--- config.mk ---
export PLATFORM = sky130hd
export DESIGN_NAME = wisc_idex_top
export DESIGN_NICKNAME = d
export VERILOG_FILES = /design/src/design/wisc_pkg.sv /design/src/design/instr_decoder.sv /design/src/design/reg_file.sv /design/src/design/hazard_unit.sv /design/src/design/idex_reg.sv /design/src/design/execute_unit.sv /design/src/design/wisc_idex_top.sv
export VERILOG_INCLUDE_DIRS = /design/src /design/src/design
export SDC_FILE = /design/constraint.sdc
export NUM_CORES = 1
export LEC_CHECK = 0
export BUFFER_PORTS_ARGS = -buffer_cell sky130_fd_sc_hd__buf_2
export CORE_MARGIN = 3
export CORE_UTILIZATION = 45
export DETAILED_ROUTE_END_ITERATION = 10
export MAX_ROUTING_LAYER = met4
export PLACE_DENSITY = 0.69
export SETUP_SLACK_MARGIN = 0.5
export SLEW_MARGIN = 25
export SYNTH_ARGS = -nofsm -noshare
export SYNTH_HDL_FRONTEND = slang
export SYNTH_HIERARCHICAL = 1
export SYNTH_SLANG_ARGS = --single-unit
--- constraint.sdc ---
create_clock -name clk -period 10.95 [get_ports clk]
set_input_delay 3.285 -clock clk [delete_from_list [all_inputs] [get_ports clk]]
set_output_delay 3.285 -clock clk [all_outputs]
set_load 0.005 [all_outputs]
--- src/design/wisc_cfg.svh ---
`ifndef WISC_CFG_SVH
`define WISC_CFG_SVH

// datapath widths
`define WISC_WORD_W   16
`define WISC_REG_W    3
`define WISC_OP_W     5
`define WISC_FN_W     2
`define WISC_NREGS    8

// ***********************************************************
// opcodes, instr[15:11]
`define WISC_OP_HALT  5'b00000
`define WISC_OP_NOP   5'b00001
`define WISC_OP_J     5'b00100
`define WISC_OP_ADDI  5'b01000
`define WISC_OP_SUBI  5'b01001
`define WISC_OP_XORI  5'b01010
`define WISC_OP_ANDNI 5'b01011
`define WISC_OP_BEQZ  5'b01100
`define WISC_OP_BNEZ  5'b01101
`define WISC_OP_ST    5'b10000
`define WISC_OP_LD    5'b10001
`define WISC_OP_RFMT  5'b11011  // add/sub/xor/andn group

// R-format funct, instr[1:0]
`define WISC_FN_ADD   2'b00
`define WISC_FN_SUB   2'b01
`define WISC_FN_XOR   2'b10
`define WISC_FN_ANDN  2'b11

`endif

--- src/design/wisc_pkg.sv ---
`default_nettype none

`include "wisc_cfg.svh"

package wisc_pkg;

    typedef logic [`WISC_WORD_W-1:0] word_t;
    typedef logic [`WISC_REG_W-1:0]  reg_idx_t;
    typedef logic [`WISC_OP_W-1:0]   alu_op_t;   // opcode doubles as alu operation
    typedef logic [`WISC_FN_W-1:0]   funct_t;

    // ***********************************************************
    // control bits, zeroed as one unit on a bubble
    typedef struct packed {
        logic alu_src;
        logic branch;
        logic branch_ne;
        logic mem_read;
        logic mem_write;
        logic mem_to_reg;
        logic reg_write;
        logic jump;
        logic halt;
    } ctrl_t;

    typedef struct packed {
        word_t    pc;
        word_t    read1;
        word_t    read2;
        word_t    imm;
        word_t    jump_addr;
        alu_op_t  alu_op;
        funct_t   funct;
        reg_idx_t write_reg;
        reg_idx_t rs;
        reg_idx_t rt;
        logic     rs_used;
        logic     rt_used;
        ctrl_t    ctrl;
    } decoded_t;

    // pipeline register holds the decode bundle unchanged
    typedef decoded_t idex_t;

    typedef struct packed {
        logic     en;
        reg_idx_t reg_idx;
        word_t    data;
    } wb_t;

    typedef struct packed {
        word_t    alu_result;
        word_t    store_data;
        logic     mem_read;
        logic     mem_write;
        reg_idx_t write_reg;
        logic     reg_write;
        logic     branch_taken;
        word_t    target;
        logic     jump;
        logic     halt;
    } ex_out_t;

endpackage

`default_nettype wire

--- src/design/instr_decoder.sv ---
`timescale 1ns/1ns
`default_nettype none

`include "wisc_cfg.svh"

module instr_decoder (
    input  wisc_pkg::word_t    instr,
    input  wisc_pkg::word_t    pc,
    input  wisc_pkg::word_t    read1,
    input  wisc_pkg::word_t    read2,
    output wisc_pkg::reg_idx_t rs,
    output wisc_pkg::reg_idx_t rt,
    output wisc_pkg::decoded_t dec
);

    wisc_pkg::alu_op_t opcode;
    wisc_pkg::word_t   imm5_sx;
    wisc_pkg::word_t   imm8_sx;
    wisc_pkg::word_t   disp11_sx;

    assign opcode = instr[15:11];
    assign rs     = instr[10:8];
    assign rt     = instr[7:5];   // also the store source

    assign imm5_sx   = {{(`WISC_WORD_W-5){instr[4]}}, instr[4:0]};
    assign imm8_sx   = {{(`WISC_WORD_W-8){instr[7]}}, instr[7:0]};
    assign disp11_sx = {{(`WISC_WORD_W-11){instr[10]}}, instr[10:0]};

    // ***********************************************************
    always_comb begin
        dec           = '0;
        dec.pc        = pc;
        dec.read1     = read1;
        dec.read2     = read2;
        dec.rs        = rs;
        dec.rt        = rt;
        dec.funct     = instr[1:0];
        dec.jump_addr = disp11_sx;
        dec.alu_op    = opcode;

        case (opcode)
            `WISC_OP_RFMT: begin
                dec.rs_used        = 1'b1;
                dec.rt_used        = 1'b1;
                dec.write_reg      = instr[4:2];
                dec.ctrl.reg_write = 1'b1;
            end
            `WISC_OP_ADDI, `WISC_OP_SUBI, `WISC_OP_XORI, `WISC_OP_ANDNI: begin
                dec.rs_used        = 1'b1;
                dec.imm            = imm5_sx;
                dec.write_reg      = instr[7:5];
                dec.ctrl.alu_src   = 1'b1;
                dec.ctrl.reg_write = 1'b1;
            end
            `WISC_OP_LD: begin
                dec.rs_used         = 1'b1;
                dec.imm             = imm5_sx;
                dec.write_reg       = instr[7:5];
                dec.ctrl.alu_src    = 1'b1;
                dec.ctrl.mem_read   = 1'b1;
                dec.ctrl.mem_to_reg = 1'b1;
                dec.ctrl.reg_write  = 1'b1;
            end
            `WISC_OP_ST: begin
                dec.rs_used        = 1'b1;
                dec.rt_used        = 1'b1;  // store data
                dec.imm            = imm5_sx;
                dec.ctrl.alu_src   = 1'b1;
                dec.ctrl.mem_write = 1'b1;
            end
            `WISC_OP_BEQZ, `WISC_OP_BNEZ: begin
                dec.rs_used        = 1'b1;
                dec.imm            = imm8_sx;
                dec.ctrl.branch    = 1'b1;
                dec.ctrl.branch_ne = (opcode == `WISC_OP_BNEZ);
            end
            `WISC_OP_J: dec.ctrl.jump = 1'b1;
            `WISC_OP_HALT: dec.ctrl.halt = 1'b1;
            `WISC_OP_NOP: ;
            default: dec.alu_op = `WISC_OP_NOP;  // unknown opcode acts as nop
        endcase
    end

endmodule

`default_nettype wire

--- src/design/reg_file.sv ---
`timescale 1ns/1ns
`default_nettype none

`include "wisc_cfg.svh"

module reg_file (
    input  wire                clk,
    input  wire                rst_n,
    input  wisc_pkg::reg_idx_t raddr1,
    input  wisc_pkg::reg_idx_t raddr2,
    output wisc_pkg::word_t    rdata1,
    output wisc_pkg::word_t    rdata2,
    input  wisc_pkg::wb_t      wb
);

    wisc_pkg::word_t [`WISC_NREGS-1:0] regs;

    // write lands on the edge, so the next decode sees it
    always_ff @(posedge clk) begin
        if (!rst_n) begin
            regs <= '0;
        end else if (wb.en) begin
            regs[wb.reg_idx] <= wb.data;
        end
    end

    assign rdata1 = regs[raddr1];
    assign rdata2 = regs[raddr2];

    // ***********************************************************
    // write-back from execute must carry a known destination
    wb_idx_known: assert property (
        @(posedge clk) disable iff (!rst_n)
        wb.en |-> !$isunknown(wb.reg_idx)
    ) else $error("reg_file: write-back index unknown while enabled");

endmodule

`default_nettype wire

--- src/design/hazard_unit.sv ---
`timescale 1ns/1ns
`default_nettype none

module hazard_unit (
    input  wisc_pkg::reg_idx_t rs,
    input  wisc_pkg::reg_idx_t rt,
    input  wire                rs_used,
    input  wire                rt_used,
    input  wisc_pkg::reg_idx_t ex_write_reg,
    input  wire                ex_reg_write,
    output logic               stall,
    output logic               control_zero
);

    logic rs_hit;
    logic rt_hit;

    // without forwarding any match against EX costs a cycle
    assign rs_hit = rs_used && (rs == ex_write_reg);
    assign rt_hit = rt_used && (rt == ex_write_reg);

    assign stall        = ex_reg_write && (rs_hit || rt_hit);
    assign control_zero = stall;  // bubble goes in while decode holds

endmodule

`default_nettype wire

--- src/design/idex_reg.sv ---
`timescale 1ns/1ns
`default_nettype none

module idex_reg (
    input  wire                clk,
    input  wire                rst_n,
    input  wisc_pkg::decoded_t dec,
    input  wire                control_zero,
    output wisc_pkg::idex_t    q
);

    wisc_pkg::idex_t d;

    // ***********************************************************
    // data fields pass, side effects dropped on a bubble
    always_comb begin
        d = dec;
        if (control_zero) begin
            d.ctrl = '0;
        end
    end

    always_ff @(posedge clk) begin
        if (!rst_n) begin
            q <= '0;
        end else begin
            q <= d;
        end
    end

    // a bubble in EX must not write the register file or memory
    bubble_no_write: assert property (
        @(posedge clk) disable iff (!rst_n)
        control_zero |=> (!q.ctrl.reg_write && !q.ctrl.mem_write)
    ) else $error("idex_reg: bubble carries a write enable");

endmodule

`default_nettype wire

--- src/design/execute_unit.sv ---
`timescale 1ns/1ns
`default_nettype none

`include "wisc_cfg.svh"

module execute_unit (
    input  wisc_pkg::idex_t   ex,
    input  wisc_pkg::word_t   mem_rdata,
    output wisc_pkg::ex_out_t ex_out,
    output wisc_pkg::word_t   mem_addr,
    output wisc_pkg::wb_t     wb
);

    wisc_pkg::funct_t fn;
    wisc_pkg::word_t  op_b;
    wisc_pkg::word_t  alu_result;
    wisc_pkg::word_t  offset;
    logic             rs_zero;

    assign op_b = ex.ctrl.alu_src ? ex.imm : ex.read2;

    // ***********************************************************
    // immediate forms map onto the R-format functions
    always_comb begin
        case (ex.alu_op)
            `WISC_OP_RFMT:  fn = ex.funct;
            `WISC_OP_SUBI:  fn = `WISC_FN_SUB;
            `WISC_OP_XORI:  fn = `WISC_FN_XOR;
            `WISC_OP_ANDNI: fn = `WISC_FN_ANDN;
            default:        fn = `WISC_FN_ADD;  // addi, ld, st
        endcase
    end

    always_comb begin
        case (fn)
            `WISC_FN_ADD:  alu_result = ex.read1 + op_b;
            `WISC_FN_SUB:  alu_result = ex.read1 - op_b;
            `WISC_FN_XOR:  alu_result = ex.read1 ^ op_b;
            default:       alu_result = ex.read1 & ~op_b;  // andn
        endcase
    end

    assign mem_addr = ex.read1 + ex.imm;

    // branch/jump resolution
    assign rs_zero = (ex.read1 == '0);
    assign offset  = ex.ctrl.jump ? ex.jump_addr : ex.imm;

    always_comb begin
        ex_out              = '0;
        ex_out.alu_result   = alu_result;
        ex_out.store_data   = ex.read2;
        ex_out.mem_read     = ex.ctrl.mem_read;
        ex_out.mem_write    = ex.ctrl.mem_write;
        ex_out.write_reg    = ex.write_reg;
        ex_out.reg_write    = ex.ctrl.reg_write;
        ex_out.branch_taken = ex.ctrl.branch && (ex.ctrl.branch_ne ? !rs_zero : rs_zero);
        ex_out.target       = ex.pc + 16'd2 + offset;
        ex_out.jump         = ex.ctrl.jump;
        ex_out.halt         = ex.ctrl.halt;
    end

    // write-back at the edge that closes this cycle
    assign wb.en      = ex.ctrl.reg_write;
    assign wb.reg_idx = ex.write_reg;
    assign wb.data    = ex.ctrl.mem_to_reg ? mem_rdata : alu_result;

endmodule

`default_nettype wire

--- src/design/wisc_idex_top.sv ---
`timescale 1ns/1ns
`default_nettype none

module wisc_idex_top (
    input  wire               clk,
    input  wire               rst_n,
    input  wisc_pkg::word_t   instr,
    input  wisc_pkg::word_t   pc,
    input  wisc_pkg::word_t   mem_rdata,
    output logic              stall,
    output wisc_pkg::ex_out_t ex_out,
    output wisc_pkg::word_t   mem_addr
);

    wisc_pkg::decoded_t dec;
    wisc_pkg::idex_t    idex_q;
    wisc_pkg::reg_idx_t rs;
    wisc_pkg::reg_idx_t rt;
    wisc_pkg::word_t    rdata1;
    wisc_pkg::word_t    rdata2;
    wisc_pkg::wb_t      wb;
    logic               control_zero;

    // ***********************************************************
    // decode stage
    instr_decoder u_dec (
        .instr (instr),
        .pc    (pc),
        .read1 (rdata1),
        .read2 (rdata2),
        .rs    (rs),
        .rt    (rt),
        .dec   (dec)
    );

    reg_file u_rf (
        .clk    (clk),
        .rst_n  (rst_n),
        .raddr1 (rs),
        .raddr2 (rt),
        .rdata1 (rdata1),
        .rdata2 (rdata2),
        .wb     (wb)
    );

    hazard_unit u_haz (
        .rs           (rs),
        .rt           (rt),
        .rs_used      (dec.rs_used),
        .rt_used      (dec.rt_used),
        .ex_write_reg (idex_q.write_reg),
        .ex_reg_write (idex_q.ctrl.reg_write),
        .stall        (stall),
        .control_zero (control_zero)
    );

    idex_reg u_idex (
        .clk          (clk),
        .rst_n        (rst_n),
        .dec          (dec),
        .control_zero (control_zero),
        .q            (idex_q)
    );

    // execute stage
    execute_unit u_ex (
        .ex        (idex_q),
        .mem_rdata (mem_rdata),
        .ex_out    (ex_out),
        .mem_addr  (mem_addr),
        .wb        (wb)
    );

endmodule

`default_nettype wire

# Word-level counts from Yosys, hierarchy flattened
# Cells that the tools add are included.
[op_classes]
add_sub_neg = 5
order_cmp = 4
eq_ne = 19
muxes = 25
n_bitwise = 5
n_reduce_logical = 20
[op_table]
columns = ["cell", "count"]
rows = [
  ["bitwise mux 128 bit", 1],
  ["binary-select mux 16 bit (select 3 bit)", 2],
  ["two-way mux 16 bit", 6],
  ["adder 16 bit", 3],
  ["demux 16 bit (select 3 bit)", 1],
  ["one-hot mux 16 bit (3 select lines)", 1],
  ["equality test 5 x 4 -> 1 bit (second input constant)", 9],
  ["one-hot mux 16 bit (2 select lines)", 1],
  ["equality test 5 bit (second input constant)", 4],
  ["adder 16 x 2 -> 16 bit (second input constant)", 1],
  ["bitwise AND 16 bit", 1],
  ["logical NOT 16 bit", 1],
  ["NOT 16 bit", 1],
  ["subtractor 16 bit", 1],
  ["bitwise XOR 16 bit", 1],
  ["less-than comparator 3 x 4 -> 1 bit (second input constant)", 3],
  ["OR reduction 12 bit", 1],
  ["OR reduction 6 bit", 2],
  ["two-way mux 1 bit", 10],
  ["OR reduction 9 bit", 1],
  ["one-hot mux 2 bit (4 select lines)", 1],
  ["equality test 3 bit", 2],
  ["one-hot mux 3 bit (2 select lines)", 1],
  ["OR reduction 2 bit", 3],
  ["other kinds (15)", 20],
]
[word_totals]
register_bits = 221
in_bits = 50
output_inout_bits = 74
elab_cells = 103

# Longest topological paths before layout
# Gate-level depths: netlist of run 1.
[logic_depth]
ltp_word = 7
mapped_depth = 20
depth_no_buf = 16

# By module
# Netlist of run 1, hierarchy kept.
[modules_own_cells]
columns = ["mod", "n_inst", "cells_each", "area_each_um2", "seq_area_each_um2"]
rows = [
  ["reg_file", 1, 705, 7163.1, 2562.5],
  ["execute_unit", 1, 544, 3978.8, 0.0],
  ["idex_reg", 1, 225, 2906.5, 2142.1],
  ["instr_decoder", 1, 148, 1008.5, 0.0],
  ["hazard_unit", 1, 10, 80.1, 0.0],
]

# Least setup slack after synthesis of run 1
# No wires, ideal clock.
[synth_path]
path_kind = "in2out"
start = "input instr[14]"
end = "output stall"
arrival_time_ps = 4540
required_ps = 7665
setup_slack_ps = 3125
stages = 7
path_buffers = 2
cell_sequence = "buf_2 nor3_1 nand2_1 o22ai_1 nand4_1 a21boi_1 buf_4"
[synth_rtl]
columns = ["item", "line", "rtl"]
rows = [
  ["start: declaration", "wisc_idex_top.sv:7", "input wisc_pkg::word_t instr,"],
  ["end: declaration", "wisc_idex_top.sv:10", "output logic stall,"],
]

# Worst setup path in the final report of run 1
[layout_path]
start = "input instr[5]"
end = "output stall"
[layout_via]
elab_chain_cells = 4
[layout_rtl]
columns = ["item", "line", "rtl"]
rows = [
  ["equality test 3 bit", "hazard_unit.sv:20", "assign rt_hit = rt_used && (rt == ex_write_reg);"],
  ["logical AND 1 bit", "hazard_unit.sv:20", ""],
  ["logical OR 1 bit", "hazard_unit.sv:22", "assign stall = ex_reg_write && (rs_hit || rt_hit);"],
  ["logical AND 1 bit", "hazard_unit.sv:22", ""],
]
# No other way between the ends.

==> flow_summary.toml, run 1 <==
[global_route]
use_met2_pct = 37.3
met3_usage_pct = 2.24
grt_max_degree = 130
antenna_found_initial = 0
met1_usage_pct = 26.3
grt_pass1_wl_mm = 59.5
grt_overflow = 0
grt_pass1_vias = 10800
top_usage_layer = "met2"
track_usage_pct = 21.4

[sta]
setup_viol = 0
setup_tns_ns = 0
finalWorstSetupSlack_ns = 2.62
finalCritPeriodShare_pct = 76.0
whs_ns = 0.470
fmax_mhz = 120
finalCriticalPeriod_ns = 8.33
slew_viol_final = 0
hold_viol = 0
rsz0062_at_grt = "no"
max_slew_margin_pct = 25.7
worstMarginPinSlew_ns = 1.11
finClkSkew_ns = 0.0142

[layout]
areaGrowthSynthToFinish_pct = 4.03
drive_above_1_share_pct = 16.5
multi_input_area_mm2 = 0.00876
antenna_cells = 0
fin_area_mm2 = 0.0155
nFillCells = 3016
final_util_pct = 48.3
instances_no_fill = 2000
nets = 1680
regArea_mm2 = 0.00454

[routing]
wl_mm = 37.9
route.detailed.drc = 0
drtIter0Drc = 946
num_vias = 11100
routedWlPerCell_um = 18.9
viasPerCell = 5.55
dr.pass1.iters = 5
postRouteAntennaNets = 0

[clocking]
clock-sinks = 227
cts_made_buffers = 25
ctsLongestPathBuffers = 3
clockRootBuffer = "clkbuf_16"
post-cts-setup-buffers = 0
ctsHtreeMaxLevel = 1
clk_latency_ns = 0.53
ctsHoldBuffers = 0
cts_resized = 0
cts_tree = "built"
clkTransAtPathRegs_ns = 0.06

[floorplanning]
io_pins = 124
start_util_pct = 46.4
die_y_um = 188
die_w_um = 188
core_mm2 = 0.0320
die-area_mm2 = 0.0353
rows = 65

[place]
place_area_mm2 = 0.0146
place.port_buffers = 123
gp_congestion = 0.887
dp_hpwl_mm = 26.3
dp.cells = 1957
pre_cts_ws_ns = 2.60

[worst_hold_path]
hold_path_end = "u_rf/regs[21]"
hp-class = "flip-flop to flip-flop"
min_path_cells = 2
min-delay-start = "u_rf/regs[21]"

[critical_path]
end_kind = "primary output"
start_kind = "input pin"
startpoint = "instr[5]"
worstPathRequired_ns = 7.67
crit_path_max_fanout = 36
cp.arrival_ns = 5.04
ff2ff_path_depth = 15
reg2reg_from = "u_idex/q[24]"
r2r-end = "u_rf/regs[62]"
path_class = "input pin to primary output"
rrSetupSlack_ns = 6.07

[power_and_ir_drop]
p_per_area_mw_per_mm2 = 127
vdd_drop_max_mv = 0.101
power_mw = 1.97
leakage_nw = 6.45

[job]
maxCapViolCount = 0

[logic_synthesis]
syn_avg_cell_area_um2 = 9.24
synth_cells = 1610
ys_warn_count = 6
syn_area_mm2 = 0.0149
syn_nets = 1739

[run_status]
status = "complete, no violations"
-- layer usage --
| metal | share of wire, % | wire, um |
|---|---|---|
| met2 | 50 | 19100 |
| met3 | 5.0 | 1910 |
| met5 | 0 | 0 |
| met1 | 42 | 15900 |
| met4 | 2.5 | 950 |
-- final cells by class --
type / count / area share [%]
flip-flops and latches: 227 / 29.4
clock buffers: 31 / 4.38
inverters: 32 / 0.776
well taps: 435 / 3.52
clock inverters: 10 / 0.808
repair buffers: 134 / 4.60
multi-input cells: 1131 / 56.6
-- sequential cells by signal (all words and copies together), names as in the netlist --
signal / flops
u_rf/regs: 128
u_idex/q: 99
-- cell usage in the layout (no fill, tap or decap), types with 13 or more instances in the layout --
master     count
a21boi_0      87
a21boi_1      44
a21oi_1       49
and2_1        96
buf_2        122
clkbuf_16     25
dfxtp_1      227
ha_1          76
inv_1         31
mux2_2        59
mux2i_1       20
mux4_1        54
nand2_1      305
nor2_1        49
nor3_1        17
nor4_1        13
o21ai_0       43
xnor2_1       39
xor2_1        13
-- where the power goes --
part           switching [mW]  leakage (nW)  internal (mW)
clock network           0.340         0.385          0.487
registers              0.0111          1.84          0.840
logic                   0.171          4.22          0.120
-- how the worst max path moves through the flow --
stage	end
2_1_floorplan	stall
3_3_place_gp	stall
3_5_place_dp	stall
4_1_cts	stall
5_1_grt	stall
6_report	stall
-- critical path, cell delays in order --
cell	delay, ns
buf_2	0.72
xnor2_1	0.19
nand4_1	0.11
a21boi_1	0.49
buf_2	0.22
Power figures use the tool's default switching activity.
==> inputs of run 2 (changes only) <==
clock period = 8.09 ns   (was 10.95 ns; I/O delays follow)
==> flow_summary.toml, run 2 (synthesized netlist as in run 1, its figures left out) <==
[layout]
largest_reg_flops = 128
nets = 1680
drive_above_1_share_pct = 16.2
regMostFlops = "u_rf/regs"
antenna_cells = 0
instances_no_fill = 1998
final_util_pct = 48.0
nFillCells = 3040
areaGrowthSynthToFinish_pct = 3.33
reg_top3 = "u_rf/regs (128), u_idex/q (99)"
final_common_cell = "nand2_1"
most-common-layout-cells = "305 x nand2_1, 227 x dfxtp_1, 122 x buf_2, 96 x and2_1, 87 x a21boi_0"

[clocking]
ctsLongestPathBuffers = 3
cts_made_buffers = 24
clk_latency_ns = 0.52
clockRootBuffer = "clkbuf_16"
post-cts-setup-buffers = 0
clock-sinks = 227
ctsHoldBuffers = 0
cts_resized = 0
cts_tree = "built"
ctsHtreeMaxLevel = 1
clkTransAtPathRegs_ns = 0.06

[power_and_ir_drop]
intPower_mw = 1.87
vdd_drop_max_mv = 0.120
leakage_nw = 6.41
p_sw_share_pct = 27.0
p_switching_mw = 0.690
pwr-share-seq_pct = 45.0
p_per_area_mw_per_mm2 = 166
power_mw = 2.56
power_frac_comb_pct = 15.6
clkPwrFrac_pct = 39.4

[critical_path]
cp.arrival_ns = 4.51
path_class = "flip-flop to primary output"
crit_path_max_fanout = 21
start_kind = "flip-flop"
rrSetupSlack_ns = 3.28
worstPathRequired_ns = 5.66
end_kind = "primary output"

[floorplanning]
rows = 65
core_mm2 = 0.0320
io_pins = 124
die_w_um = 188
die_y_um = 188
start_util_pct = 46.4
die-area_mm2 = 0.0353

[sta]
finalCritPeriodShare_pct = 85.8
max_slew_margin_pct = 27.0
slew_viol_final = 0
whs_ns = 0.468
finClkSkew_ns = 0.0208
hold_viol = 0
worstMarginPinSlew_ns = 1.09
setup_tns_ns = 0
setup_viol = 0
fmax_mhz = 144
rsz0062_at_grt = "no"
finalCriticalPeriod_ns = 6.94

[global_route]
antenna_found_initial = 0
grt_pass1_vias = 11000
track_usage_pct = 22.0
grt_overflow = 0
grt_max_degree = 138
grt_pass1_wl_mm = 60.5

[routing]
routedWlPerCell_um = 19.5
drtIter0Drc = 819
viasPerCell = 5.63
num_vias = 11200
postRouteAntennaNets = 0
wl_mm = 38.9
dr.pass1.iters = 5
route.detailed.drc = 0

[place]
dp.cells = 1959
gp_congestion = 0.892
place.port_buffers = 123
dp_hpwl_mm = 26.8

[run_status]
status = "complete, no violations"

[worst_hold_path]
hp-class = "flip-flop to flip-flop"

[job]
maxCapViolCount = 0
-- run 2: power by group through the flow --
stage	Combinational, mW	Clock [mW]	Sequential [mW]
after detailed placement	0.391	0	1.18
final	0.399	1.01	1.15
after floorplan	0.311	0	1.17
after global routing	0.429	1.07	1.15
after CTS	0.393	1.03	1.15
after global placement	0.389	0	1.17
-- run 2: final timing paths --
check / start / to / depth (start not counted)
setup / recovery: u_idex/q[24] / ex_out[52] / 14
hold / removal: u_rf/regs[76] / u_rf/regs[76] / 2
setup reg to reg: u_idex/q[24] / u_rf/regs[126] / 15
hold reg to reg: u_rf/regs[76] / u_rf/regs[76] / 2
-- run 2: critical path, cell delays in order, from the launching register on --
cell and delay [ns]:
dfxtp_1 0.32, nand3b_1 0.13, a21o_1 0.60, nand2_1 0.51, nor2_1 0.21, a21oi_1 0.09, ha_1 0.30, nor2b_1 0.16
o2111ai_1 0.14, a21oi_1 0.33, o21ai_0 0.18, a21boi_0 0.47, nor4_1 0.10, nor3_1 0.26, buf_2 0.18
-- run 2: per-layer routing --
layer  global-route usage, %  up-vias  share of wire (%)  routed length, um
met2                    37.7      373                 48              18700
met1                    26.6     5387                 42              16500
met5                       -        -                  0                  0
li1                        -     5412                  -                  -
met4                    7.97        0                3.4               1330
met3                    2.77       73                6.2               2400
-- run 2: area by class of cell --
| cell class | instances | area (um^2) | share of cell area (%) |
|---|---|---|---|
| Multi-Input combinational cell | 1131 | 8750 | 56.9 |
| Sequential cell | 227 | 4540 | 29.6 |
| Timing Repair Buffer | 135 | 716 | 4.65 |
| Clock buffer | 31 | 658 | 4.28 |
| Tap cell | 435 | 544 | 3.54 |
| Inverter | 32 | 120 | 0.781 |
| Clock inverter | 7 | 42.5 | 0.277 |
-- run 2: metrics by stage --
stage	instance area [um^2]	setup slack, ns
final	15400	1.15
after global routing	15400	0.830
after CTS	15400	1.21
after detailed placement	14700	1.62
after global placement	14700	1.74
after floorplan	14900	1.98
